$ cat src/rtl/exec_pkg.sv
/*
 * Execute stage shared definitions.
 * Widths, opcodes, ALU operations and operand mux selects.
 */
`default_nettype none

package exec_pkg;

    // ########################################
    // Widths
    // ########################################
    localparam int DATA_W  = 8;             // Datapath width.
    localparam int MEM_AW  = 8;             // Data memory address width.
    localparam int INSTR_W = 8;             // Instruction width.

    // ########################################
    // Encodings
    // ########################################
    // Instruction classes, matched on instr[3:0].
    // SHIFT and ORI only look at instr[2:0].
    typedef enum logic [3:0] {
        OP_LOAD  = 4'd0,
        OP_STOP  = 4'd1,
        OP_STORE = 4'd2,
        OP_SHIFT = 4'd3,
        OP_ADD   = 4'd4,
        OP_BZ    = 4'd5,
        OP_SUB   = 4'd6,
        OP_ORI   = 4'd7,
        OP_NAND  = 4'd8,
        OP_BNZ   = 4'd9,
        OP_NOP   = 4'd10,
        OP_BPZ   = 4'd13
    } opcode_e;

    typedef enum logic [2:0] {
        ALU_ADD   = 3'd0,
        ALU_SUB   = 3'd1,
        ALU_OR    = 3'd2,
        ALU_NAND  = 3'd3,
        ALU_SHIFT = 3'd4
    } alu_op_e;

    typedef enum logic [1:0] {A1_PC3 = 2'd0, A1_R1 = 2'd1, A1_ALUOUT = 2'd2} alu1_sel_e;

    typedef enum logic [2:0] {
        A2_R2 = 3'd0, A2_ALUOUT = 3'd1, A2_IMM4 = 3'd2, A2_IMM5 = 3'd3, A2_IMM3 = 3'd4
    } alu2_sel_e;

endpackage

`default_nettype wire

$ cat src/rtl/exec_alu.sv
/*
 * Execute stage ALU.
 * Operand muxes, immediate fields and the five operations, plus
 * zero and negative of the result.
 */
`timescale 1ns/1ps
`default_nettype none

module exec_alu (
    input  logic [exec_pkg::INSTR_W-1:0] i_instr,
    input  logic [exec_pkg::DATA_W-1:0]  i_r1_data,
    input  logic [exec_pkg::DATA_W-1:0]  i_r2_data,
    input  logic [exec_pkg::DATA_W-1:0]  i_pc3,
    input  logic [exec_pkg::DATA_W-1:0]  i_alu_out,
    input  exec_pkg::alu1_sel_e          i_alu1_sel,
    input  exec_pkg::alu2_sel_e          i_alu2_sel,
    input  exec_pkg::alu_op_e            i_alu_op,
    output logic [exec_pkg::DATA_W-1:0]  o_result,
    output logic                         o_zero,
    output logic                         o_neg
);
    import exec_pkg::*;

    logic [DATA_W-1:0] imm4;
    logic [DATA_W-1:0] imm5;
    logic [DATA_W-1:0] imm3;
    logic [DATA_W-1:0] op_a;
    logic [DATA_W-1:0] op_b;
    logic              sh_right;
    logic [1:0]        sh_amt;

    // Immediates.
    assign imm4 = {{(DATA_W-4){i_instr[7]}}, i_instr[7:4]};    // Sign-extended.
    assign imm5 = {{(DATA_W-5){1'b0}}, i_instr[7:3]};
    assign imm3 = {{(DATA_W-3){1'b0}}, i_instr[7:5]};

    always_comb begin
        case (i_alu1_sel)
            A1_PC3:    op_a = i_pc3;
            A1_ALUOUT: op_a = i_alu_out;
            default:   op_a = i_r1_data;
        endcase
    end

    always_comb begin
        case (i_alu2_sel)
            A2_ALUOUT: op_b = i_alu_out;
            A2_IMM4:   op_b = imm4;
            A2_IMM5:   op_b = imm5;
            A2_IMM3:   op_b = imm3;
            default:   op_b = i_r2_data;
        endcase
    end

    // Shift control comes from IMM3 through operand B.
    assign sh_right = op_b[2];              // 1 means right.
    assign sh_amt   = op_b[1:0];

    always_comb begin
        case (i_alu_op)
            ALU_SUB:   o_result = op_a - op_b;
            ALU_OR:    o_result = op_a | op_b;
            ALU_NAND:  o_result = ~(op_a & op_b);
            ALU_SHIFT: o_result = sh_right ? (op_a >> sh_amt) : (op_a << sh_amt);
            default:   o_result = op_a + op_b;
        endcase
    end

    assign o_zero = (o_result == '0);
    assign o_neg  = o_result[DATA_W-1];

endmodule

`default_nettype wire

$ cat src/rtl/exec_control.sv
/*
 * Execute stage control.
 * Decodes the opcode into datapath strobes and mux selects, swapping
 * register operands for ALUout when the bypass flags are set.
 */
`timescale 1ns/1ps
`default_nettype none

module exec_control (
    input  exec_pkg::opcode_e   i_opcode,
    input  logic                i_en_exec,
    input  logic                i_bypass_alu1,
    input  logic                i_bypass_alu2,
    output logic                o_ir3_load,
    output logic                o_mem_read,
    output logic                o_mem_write,
    output logic                o_mdr_load,
    output logic                o_flag_write,
    output logic                o_alu_out_write,
    output exec_pkg::alu1_sel_e o_alu1_sel,
    output exec_pkg::alu2_sel_e o_alu2_sel,
    output exec_pkg::alu_op_e   o_alu_op,
    output logic                o_reg_in
);
    import exec_pkg::*;

    alu1_sel_e reg_a1;                      // Register operand A, maybe forwarded.
    alu2_sel_e reg_a2;                      // Register operand B, maybe forwarded.
    logic      is_shift;
    logic      is_ori;

    assign reg_a1   = i_bypass_alu1 ? A1_ALUOUT : A1_R1;
    assign reg_a2   = i_bypass_alu2 ? A2_ALUOUT : A2_R2;
    assign is_shift = (i_opcode[2:0] == 3'(OP_SHIFT));
    assign is_ori   = (i_opcode[2:0] == 3'(OP_ORI));

    always_comb begin
        // Bubble values.
        o_ir3_load      = 1'b0;
        o_mem_read      = 1'b0;
        o_mem_write     = 1'b0;
        o_mdr_load      = 1'b0;
        o_flag_write    = 1'b0;
        o_alu_out_write = 1'b0;
        o_alu1_sel      = A1_R1;
        o_alu2_sel      = A2_R2;
        o_alu_op        = ALU_ADD;
        o_reg_in        = 1'b0;
        if (i_en_exec) begin
            o_ir3_load = 1'b1;              // Everything but stop loads IR3.
            o_alu_op   = ALU_OR;
            if (is_shift) begin
                o_alu1_sel      = reg_a1;
                o_alu2_sel      = A2_IMM3;
                o_alu_op        = ALU_SHIFT;
                o_alu_out_write = 1'b1;
                o_flag_write    = 1'b1;
            end else if (is_ori) begin
                o_alu1_sel      = reg_a1;
                o_alu2_sel      = A2_IMM5;
                o_alu_out_write = 1'b1;
                o_flag_write    = 1'b1;
            end else begin
                case (i_opcode)
                    OP_ADD, OP_SUB, OP_NAND: begin
                        o_alu1_sel      = reg_a1;
                        o_alu2_sel      = reg_a2;
                        o_alu_out_write = 1'b1;
                        o_flag_write    = 1'b1;
                        if (i_opcode == OP_ADD) o_alu_op = ALU_ADD;
                        else if (i_opcode == OP_SUB) o_alu_op = ALU_SUB;
                        else o_alu_op = ALU_NAND;
                    end
                    OP_LOAD: begin
                        o_alu1_sel      = reg_a1;
                        o_alu2_sel      = reg_a2;
                        o_mem_read      = 1'b1;
                        o_mdr_load      = 1'b1;
                        o_alu_out_write = 1'b1;
                        o_reg_in        = 1'b1;     // Write back from MDR.
                    end
                    OP_STORE: begin
                        o_alu1_sel  = reg_a1;
                        o_alu2_sel  = reg_a2;
                        o_mem_write = 1'b1;
                    end
                    OP_NOP, OP_BZ, OP_BNZ, OP_BPZ: begin
                        // Branch target is PC3 plus IMM4.
                        o_alu1_sel = A1_PC3;
                        o_alu2_sel = A2_IMM4;
                        o_alu_op   = ALU_ADD;
                    end
                    OP_STOP: o_ir3_load = 1'b0;    // Freeze IR3.
                    default: ;                      // Unused codes only load IR3.
                endcase
            end
        end
    end

endmodule

`default_nettype wire

$ cat src/rtl/exec_data_mem.sv
/*
 * Data memory, 256 x 8.
 * Combinational read, write on the rising clock edge.
 */
`timescale 1ns/1ps
`default_nettype none

module exec_data_mem (
    input  logic                        i_clk,
    input  logic [exec_pkg::MEM_AW-1:0] i_addr,
    input  logic [exec_pkg::DATA_W-1:0] i_wdata,
    input  logic                        i_write,
    input  logic                        i_read,
    output logic [exec_pkg::DATA_W-1:0] o_rdata
);
    import exec_pkg::*;

    localparam int DEPTH = 2 ** MEM_AW;

    logic [DATA_W-1:0] mem [0:DEPTH-1];

    // ########################################
    // Write port
    // ########################################
    always_ff @(posedge i_clk) begin
        if (i_write) begin
            mem[i_addr] <= i_wdata;
        end
    end

    // ########################################
    // Read port
    // ########################################
    // Reads as zero unless a load is active.
    assign o_rdata = i_read ? mem[i_addr] : '0;

endmodule

`default_nettype wire

$ cat src/rtl/exec_pipe_regs.sv
/*
 * Stage-3 pipeline registers.
 * Holds IR3, ALUout, target, flags, MDR and forward-valid, and compares
 * IR3's destination with the current sources for bypass.
 */
`timescale 1ns/1ps
`default_nettype none

module exec_pipe_regs (
    input  logic                         i_clk,
    input  logic                         i_rst_n,
    input  logic [exec_pkg::INSTR_W-1:0] i_instr,
    input  logic                         i_ir3_load,
    input  logic                         i_alu_out_write,
    input  logic                         i_flag_write,
    input  logic                         i_mdr_load,
    input  logic                         i_reg_in,
    input  logic [exec_pkg::DATA_W-1:0]  i_result,
    input  logic                         i_zero,
    input  logic                         i_neg,
    input  logic [exec_pkg::DATA_W-1:0]  i_rdata,
    output logic [exec_pkg::INSTR_W-1:0] o_ir3,
    output logic [exec_pkg::DATA_W-1:0]  o_alu_out,
    output logic [exec_pkg::DATA_W-1:0]  o_target,
    output logic                         o_flag_z,
    output logic                         o_flag_n,
    output logic [exec_pkg::DATA_W-1:0]  o_mdr,
    output logic                         o_reg_in,
    output logic                         o_bypass_alu1,
    output logic                         o_bypass_alu2
);
    import exec_pkg::*;

    logic fwd_valid;                        // IR3's result sits in ALUout.

    // ########################################
    // Stage-3 state
    // ########################################
    always_ff @(posedge i_clk or negedge i_rst_n) begin
        if (!i_rst_n) begin
            o_ir3     <= '0;
            o_target  <= '0;
            o_alu_out <= '0;
            o_flag_z  <= 1'b0;
            o_flag_n  <= 1'b0;
            o_mdr     <= '0;
            o_reg_in  <= 1'b0;
            fwd_valid <= 1'b0;
        end else begin
            if (i_ir3_load) begin
                o_ir3    <= i_instr;
                o_target <= i_result;
            end
            if (i_alu_out_write) begin
                o_alu_out <= i_result;
            end
            if (i_flag_write) begin
                o_flag_z <= i_zero;
                o_flag_n <= i_neg;
            end
            if (i_mdr_load) begin
                o_mdr <= i_rdata;
            end
            o_reg_in  <= i_reg_in;
            // Loads write ALUout too, but their value is not forwardable.
            fwd_valid <= i_alu_out_write & ~i_reg_in;
        end
    end

    // ########################################
    // Bypass compare
    // ########################################
    // IR3 destination is R1 (bits 5:4); sources are bits 5:4 and 7:6.
    assign o_bypass_alu1 = fwd_valid && (o_ir3[5:4] == i_instr[5:4]);
    assign o_bypass_alu2 = fwd_valid && (o_ir3[5:4] == i_instr[7:6]);

endmodule

`default_nettype wire

$ cat src/rtl/exec_top.sv
/*
 * Execute stage top level.
 * Connects control, ALU, data memory and stage-3 registers.
 */
`timescale 1ns/1ps
`default_nettype none

module exec_top (
    input  logic                         i_clk,
    input  logic                         i_rst_n,
    input  logic                         i_en_exec,
    input  logic [exec_pkg::INSTR_W-1:0] i_instr,
    input  logic [exec_pkg::DATA_W-1:0]  i_r1_data,
    input  logic [exec_pkg::DATA_W-1:0]  i_r2_data,
    input  logic [exec_pkg::DATA_W-1:0]  i_pc3,
    output logic [exec_pkg::INSTR_W-1:0] o_ir3,
    output logic [exec_pkg::DATA_W-1:0]  o_alu_out,
    output logic [exec_pkg::DATA_W-1:0]  o_target,
    output logic                         o_flag_z,
    output logic                         o_flag_n,
    output logic [exec_pkg::DATA_W-1:0]  o_mdr,
    output logic                         o_reg_in
);
    import exec_pkg::*;

    // Control strobes and selects.
    logic      ir3_load, mem_read, mem_write, mdr_load;
    logic      flag_write, alu_out_write, reg_in;
    alu1_sel_e alu1_sel;
    alu2_sel_e alu2_sel;
    alu_op_e   alu_op;
    logic      bypass_alu1, bypass_alu2;

    // Datapath.
    logic [DATA_W-1:0] result, rdata;
    logic              zero, neg;

    exec_control u_control (
        .i_opcode        (opcode_e'(i_instr[3:0])),
        .i_en_exec       (i_en_exec),
        .i_bypass_alu1   (bypass_alu1),
        .i_bypass_alu2   (bypass_alu2),
        .o_ir3_load      (ir3_load),
        .o_mem_read      (mem_read),
        .o_mem_write     (mem_write),
        .o_mdr_load      (mdr_load),
        .o_flag_write    (flag_write),
        .o_alu_out_write (alu_out_write),
        .o_alu1_sel      (alu1_sel),
        .o_alu2_sel      (alu2_sel),
        .o_alu_op        (alu_op),
        .o_reg_in        (reg_in)
    );

    exec_alu u_alu (
        .i_instr (i_instr), .i_r1_data (i_r1_data), .i_r2_data (i_r2_data),
        .i_pc3 (i_pc3), .i_alu_out (o_alu_out),
        .i_alu1_sel (alu1_sel), .i_alu2_sel (alu2_sel), .i_alu_op (alu_op),
        .o_result (result), .o_zero (zero), .o_neg (neg)
    );

    // Address is the ALU result, store data is R1.
    exec_data_mem u_data_mem (
        .i_clk (i_clk), .i_addr (result[MEM_AW-1:0]), .i_wdata (i_r1_data),
        .i_write (mem_write), .i_read (mem_read), .o_rdata (rdata)
    );

    exec_pipe_regs u_pipe_regs (
        .i_clk (i_clk), .i_rst_n (i_rst_n), .i_instr (i_instr),
        .i_ir3_load (ir3_load), .i_alu_out_write (alu_out_write),
        .i_flag_write (flag_write), .i_mdr_load (mdr_load), .i_reg_in (reg_in),
        .i_result (result), .i_zero (zero), .i_neg (neg), .i_rdata (rdata),
        .o_ir3 (o_ir3), .o_alu_out (o_alu_out), .o_target (o_target),
        .o_flag_z (o_flag_z), .o_flag_n (o_flag_n), .o_mdr (o_mdr),
        .o_reg_in (o_reg_in), .o_bypass_alu1 (bypass_alu1),
        .o_bypass_alu2 (bypass_alu2)
    );

endmodule

`default_nettype wire

$ cat config.mk
export PLATFORM = sky130hd
export DESIGN_NAME = exec_top
export DESIGN_NICKNAME = d
export VERILOG_FILES = /design/src/rtl/exec_pkg.sv /design/src/rtl/exec_alu.sv /design/src/rtl/exec_control.sv /design/src/rtl/exec_data_mem.sv /design/src/rtl/exec_pipe_regs.sv /design/src/rtl/exec_top.sv
export SDC_FILE = /design/constraint.sdc
export NUM_CORES = 2
export LEC_CHECK = 0
export CORE_MARGIN = 1.5
export CORE_UTILIZATION = 50
export CTS_BUF_LIST = sky130_fd_sc_hd__clkbuf_2
export DETAILED_ROUTE_END_ITERATION = 10
export DONT_BUFFER_PORTS = 1
export GPL_ROUTABILITY_DRIVEN = 1
export PLACE_DENSITY = 0.75
export SYNTH_ARGS = -nofsm -noshare
export SYNTH_HDL_FRONTEND = slang
export SYNTH_HIERARCHICAL = 1
export SYNTH_SLANG_ARGS = --single-unit
$ cat constraint.sdc
create_clock -name i_clk -period 6.87 [get_ports i_clk]
set_input_delay 0.3435 -clock i_clk [delete_from_list [all_inputs] [get_ports i_clk]]
set_output_delay 0.3435 -clock i_clk [all_outputs]
set_load 0.005 [all_outputs]
# After elaboration in Yosys (flattened, before gate mapping)
# Memory sizes are Yosys's and may differ from the RTL's. A register that Yosys moved wholly into a read port is not among the register bits.
# Cells that the tools add are included.
# Widths: inputs -> output; s select.
# word_totals
reg_bits	28
mem_bits_rw	2048
inputBits	35
out_inout_bits	35
elab_cells	91
mem_count	1
# mem_list
memory	depth	word_bits	rd	rd_ports_with_merged_regs	wr	line	text
u_data_mem.mem	256	8	1	1	1	exec_data_mem.sv:20	logic [DATA_W-1:0] mem [0:DEPTH-1];
# op_classes
n_addsub	2
eq_ne	22
shift	2
n_mux	42
bitwise	5
reduce_logical	10
# op_table
op	count
$pmux 8 s4	2
$mux 1	23
$mux 3	7
$eq 4x4->1 const B	4
$pmux 8 s2	1
$eq 3x2->1 const B	5
$eq 4x3->1 const B	3
$pmux 3 s2	2
$mux 2	5
$eq 3x3->1 const B	3
$add 8x8->8	1
$and 8x8->8	1
$logic_not 8->1	1
$mux 8	1
$not 8->8	1
$or 8x8->8	1
$reduce_or 4->1	2
$shl 8x2->8	1
$shr 8x2->8	1
$sub 8x8->8	1
$eq 3x1->1 const B	2
$reduce_or 5->1	1
$eq 2x2->1	2
$eq 4x1->1 const B	1
other kinds (10)	11

# Longest topological paths before layout
# depth
depth_word	13
depth_mapped	33
mapped_depth_nobuf	27

# Modules after synthesis
# The synthesis kept the hierarchy.
# modules_own_cells
mod	n_inst	cells_per_inst	area_per_inst_um2	seq_area_each_um2
exec_data_mem	1	3962	80111.8	61499.0
exec_alu	1	269	1844.3	0.0
exec_pipe_regs	1	81	1416.4	900.9
exec_control	1	47	289.0	0.0

# Worst setup path before layout
# OpenSTA, ideal clock, no wires.
# synth_path
path_kind	input port to flip-flop
startpoint	in i_instr[1] (netlist name)
endpoint	mem u_data_mem.mem[163][0], enable pin
setup_time_ps	383
arrival_ps	6058
t_required_ps	6487
path_slack_ps	428
path_stages	29
n_path_buf	7
cell_sequence	buf_4 nor2b_1 nand2_1 a21boi_0 buf_4 nor2_1 a221oi_1 a21oi_4 inv_4 buf_4 ha_1 mux2i_1 ha_1 nor2b_1 o21a_1 o21ai_0 a21oi_1 o21ai_0 nor3b_1 mux2_1 nand2b_1 buf_4 clkbuf_1 clkbuf_1 nor2b_1 and2_1 nand2_1 clkbuf_1 nor3_1
# synth_between
elab_chain_len	11
elab_cells_between_ends	55
cone_classes	add/sub (2); eq/ne (19); shift (2); mux (24); bitwise (3); reduce/logical (5)
# synth_rtl
item	line	text
start: declaration	exec_top.sv:12	input logic [exec_pkg::INSTR_W-1:0] i_instr,
$eq 4x2->1, or another cell as far along	exec_control.sv:64	case (i_opcode)
$reduce_or 5->1 (no line) / $reduce_or 4->1 (equally long branches)	--	
$pmux 3 s2	exec_control.sv:64	
$mux 3	exec_control.sv:58	end else if (is_ori) begin
$mux 3 (*)	exec_control.sv:52	if (is_shift) begin
$mux 3 (*)	exec_control.sv:49	if (i_en_exec) begin
named net alu2_sel[1]	exec_top.sv:30	alu2_sel_e alu2_sel;
$eq 3x3->1, or another cell as far along	exec_alu.sv:46	case (i_alu2_sel)
$pmux 8 s4 (*)	exec_alu.sv:46	
parallel branches: the longest is 2 deep, another holds $add 8x8->8	--	
$pmux 8 s4 (*)	exec_alu.sv:60	case (i_alu_op)
named net neg	exec_top.sv:36	logic zero, neg;
end: declaration	exec_data_mem.sv:20	
# Mark *: on every way through the listed nets, which the timed path passes.

# Worst setup path in the final report
# layout_path
startpoint	reg u_pipe_regs/o_ir3[5] (netlist name)
endpoint	reg u_pipe_regs/o_mdr[5] (netlist name) (read register of u_data_mem.mem)
# layout_between
elab_chain_len	12
elab_cells_between_ends	31
cone_classes	add/sub (2); eq/ne (7); shift (2); mux (14); bitwise (3); reduce/logical (3)
# layout_rtl
item	line	text
start: declaration	exec_pipe_regs.sv:22	output logic [exec_pkg::INSTR_W-1:0] o_ir3,
start signal: assignment	exec_pipe_regs.sv:51	o_ir3 <= i_instr;
$eq 2x2->1 (*)	exec_pipe_regs.sv:75	assign o_bypass_alu2 = fwd_valid && (o_ir3[5:4] == i_instr[7:6]);
$logic_and 1x1->1 (*)	exec_pipe_regs.sv:75	
named net bypass_alu2	exec_top.sv:32	logic bypass_alu1, bypass_alu2;
$mux 1 (*)	exec_control.sv:33	assign reg_a2 = i_bypass_alu2 ? A2_ALUOUT : A2_R2;
$pmux 3 s2 (*)	exec_control.sv:64	
$mux 3 (*)	exec_control.sv:58	
$mux 3 (*)	exec_control.sv:52	
$mux 3 (*)	exec_control.sv:49	
named net alu2_sel[0]	exec_top.sv:30	
$eq 3x3->1, or another cell as far along	exec_alu.sv:46	
$pmux 8 s4 (*)	exec_alu.sv:46	
parallel branches: the longest is 2 deep, another holds $add 8x8->8	--	
$pmux 8 s4 (*)	exec_alu.sv:60	
named net result[3]	exec_top.sv:35	logic [DATA_W-1:0] result, rdata;
end: declaration	exec_pipe_regs.sv:27	output logic [exec_pkg::DATA_W-1:0] o_mdr,
# Marked as above.
# A chain may end at the register's enable or synchronous reset.

==> metrics.txt <==
Mean Syn Cell Area between 15 and 20 um^2; # rows 149; main area contributors after synthesis edfxtp_1 74%, mux4_2 9.7%, mux2i_1 4.5%, nor2_1 1.4%, a22oi_1 1.1%; crit path from u_pipe_regs/o_ir3[5]$_DFFE_PN0P_; Slew @ Worst Pin roughly 1.3 ns; Crit path largest cell delay about 0.55 ns; GR Layer Usage met3 between 7 and 8%; max-slew violations 0; Starting Density 50.5%; Worst Min Path Start i_r2_data[4]; critical path's slowest cell or4b_1; top_reg_cell synth edfxtp_1; final worst-path cycle share roughly 97%; share of Yosys cell area claimed by the top area cell type about three quarters; grt met2 use between 30% and 40%; CTS sink count 2084; DRT Pass-1 Iters 7; post-synthesis sequential area ratio 74.6%; core area 166000 um^2; max cap viols 0; Achievable Freq roughly 150 MHz; GRT busiest layer met2; via-per-instance ratio about 6.1; crit path time final between 6 and 7 ns; Final ANT Viol Nets 0; FF-to-FF End u_pipe_regs/o_mdr[5]$_DFFE_PN0P_; die area around 170000 um^2; initial antenna violation count 7; run status finished clean; first-pass GRT wire length 306000 um; Synthesized Nets about 4400; gr ovfl total 0; DR WL/cell about 28 um; crit-path max FO slightly above 40; Overall Power around 30 mW; Yosys cell types between 80 and 90; CP required 8.69 ns; Clock Path Buffers 4; R2R depth 29; gp weighted congestion a little over 0.9; layout cells sized above 1 ~30%; CP arrival 8.50 ns; clk_lat worst skew 1.92 ns; count of final hold-check violations 0; Hold Path Class in2reg; I/O pins 70; CP endpoint kind register; DRT iter0 DRCs around 5600; Worst-path clk slew 0.11 ns; CTS buffer count approximately 490; global routing usage on met1 32.5%; crit path to u_pipe_regs/o_mdr[5]$_DFFE_PN0P_; PD cells 324 nW/um^2; nets about 5000; relative slew slack between 10% and 20%; Pleak approximately 31 nW; Synth Cell Area about 84000 um^2; die height 412 um; number of port buffers 0; worst clock skew between 0.2 and 0.3 ns; die width roughly 410 um; DRT Wirelength 212000 um; CTS tree built; cell mode on critical path buf_4; DR DRC count 0; setup violators final 0; cell taking the most area after synthesis edfxtp_1; number of synthesized flops with an enable pin 2048; Syn Inst Count roughly 4400; Syn-to-layout area delta 11.7%; yosys warns 6; r2r setup slk 0.19 ns; routed via count about 46000; post-synthesis register bit count about 2100; WS Path Type reg2reg; largest net degree at the start of global routing 257; htree depth 5; clock tree root driver cell clkbuf_2; dpl hpwl ~120000 um; Layout Utilization between 50% and 60%; worst r2r src u_pipe_regs/o_ir3[5]$_DFFE_PN0P_; Async SR Flop Fraction approximately 1.7%; Tot GR Track Use between 20 and 25%; Setup crit start kind register; vias in the first global route about 46000; Max rail drop VDD 0.223 mV
[logic make-up (layout without fill, tap and decap cells)]
logic type	count (synthesis)	in the layout	synth area share (%)
AND/OR/NAND/NOR	661	661	3.70
AO/OA/AOI/OAI	512	512	4.42
other	0	9	0
multiplexers	768	768	14.7
adder cells (fa/ha/maj)	13	13	0.203
flip-flops	2084	2084	74.6
XOR/XNOR	17	17	0.178
buffers and inverters	304	1303	2.24
[critical path: cells and delay by family, from the launching register on]
kind / cells / cell delay (ns)
simple gates: 6 / 1.32
xor+xnor: 1 / 0.15
fa+ha+maj: 2 / 0.50
compound gates: 13 / 2.79
flops: 1 / 0.45
buf+inv: 5 / 1.01
mux: 2 / 0.49
[repair_timing]
item / CTS / global route
buffers inserted: 4 / 8
gates resized for setup: 28 / 54
endpoints found under the hold margin: 4168 / 0
hold buffers: 100 / 0
setup endpoints to repair: 201 / 896
pin swaps: 1 / 1
[routing by layer]
layer | share of wire [%] | routed length, um | vias up
li1 | - | - | 19500
met1 | 37 | 78100 | 23400
met2 | 47 | 100000 | 2956
met3 | 12 | 24900 | 519
met4 | 3.9 | 8310 | 6
met5 | 0.035 | 75 | -
[report_power, final]
group	total, mW	leakage [nW]	internal (mW)	switching (mW)
combinational	8.25	9.29	3.28	4.97
clock	7.88	3.36	3.14	4.74
sequential	14.1	18.8	14.0	0.0874
[area by class of cell]
type | instances | area, um^2
Clock buffer | 711 | 3560
Clock inverter | 151 | 857
Timing Repair Buffer | 426 | 4070
Multi-Input combinational cell | 1971 | 19700
Fill cell | 12400 | 72100
Antenna cell | 9 | 22.5
Tap cell | 2189 | 2740
Inverter | 15 | 58.8
Sequential cell | 2084 | 62400
[through the flow]
step                hold WS, ns  setup WS [ns]  cells  TNS [ns]  area, um^2
floorplan                0.0479          0.428   4359         0       83700
global placement         0.0490         -0.493   6573    -36.46       87300
detailed placement       0.0489         -0.447   6573    -50.26       87300
CTS                      0.0208        -0.0189   7539   -0.0667       93200
global route             0.0600        -0.0782   7556    -0.789       93400
finish                    0.129          0.186   7556         0       93400
[flip-flops by register name (all words and copies together), names as in the netlist]
signal / cells
u_data_mem/mem: 2048
u_pipe_regs/o_mdr: 8
u_pipe_regs/o_alu_out: 8
u_pipe_regs/o_ir3: 8
u_pipe_regs/fwd_valid: 1
u_pipe_regs/o_flag_z: 1
u_pipe_regs/o_flag_n: 1
u_pipe_regs/o_target: 8
u_pipe_regs/o_reg_in: 1
[cell usage in the layout, fill, tap and decap left out, types with 26 or more instances in the layout]
cell | synthesis | routed
edfxtp_1 | 2048 | 2048
clkbuf_2 | 0 | 711
mux2i_1 | 372 | 372
mux4_2 | 360 | 360
buf_4 | 59 | 300
nor2_1 | 303 | 245
a22oi_1 | 127 | 127
clkinv_1 | 0 | 121
o22ai_1 | 97 | 97
dlygate4sd3_1 | 0 | 83
nand2_1 | 88 | 82
nand3_1 | 68 | 68
nor3_1 | 62 | 62
a21oi_1 | 57 | 57
nor2_2 | 1 | 52
dfrtp_1 | 36 | 36
o21ai_0 | 33 | 32
a22o_1 | 30 | 30
a221oi_1 | 29 | 28
buf_12 | 2 | 26
[worst min-delay path by stage]
stage	slack (ns)	cells past startpoint	endpoint
floorplan	0.05	0	u_pipe_regs/fwd_valid$_DFF_PN0_
global placement	0.05	0	u_pipe_regs/o_target[5]$_DFFE_PN0P_
detailed placement	0.05	0	u_pipe_regs/o_alu_out[6]$_DFFE_PN0P_
CTS	0.02	4	u_pipe_regs/o_target[7]$_DFFE_PN0P_
global route	0.06	6	u_pipe_regs/o_target[4]$_DFFE_PN0P_
finish	0.13	6	u_pipe_regs/o_target[4]$_DFFE_PN0P_
[synth_stat cells (all sizes together) (6+ instances only)]
cell / instances
a2111oi: 9
a211oi: 24
a21oi: 58
a221o: 10
a221oi: 32
a22o: 30
a22oi: 127
a31oi: 12
and2: 10
and3: 21
buf: 199
clkbuf: 90
dfrtp: 36
edfxtp: 2048
ha: 12
inv: 15
mux2: 36
mux2i: 372
mux4: 360
nand2: 88
nand2b: 15
nand3: 68
nand4: 21
nor2: 304
nor2b: 18
nor3: 63
nor4: 9
nor4b: 6
o2111ai: 9
o211ai: 8
o21ai: 45
o22ai: 97
o41ai: 8
or2: 6
xnor2: 11
xor2: 6
Power figures use the tool's default switching activity.
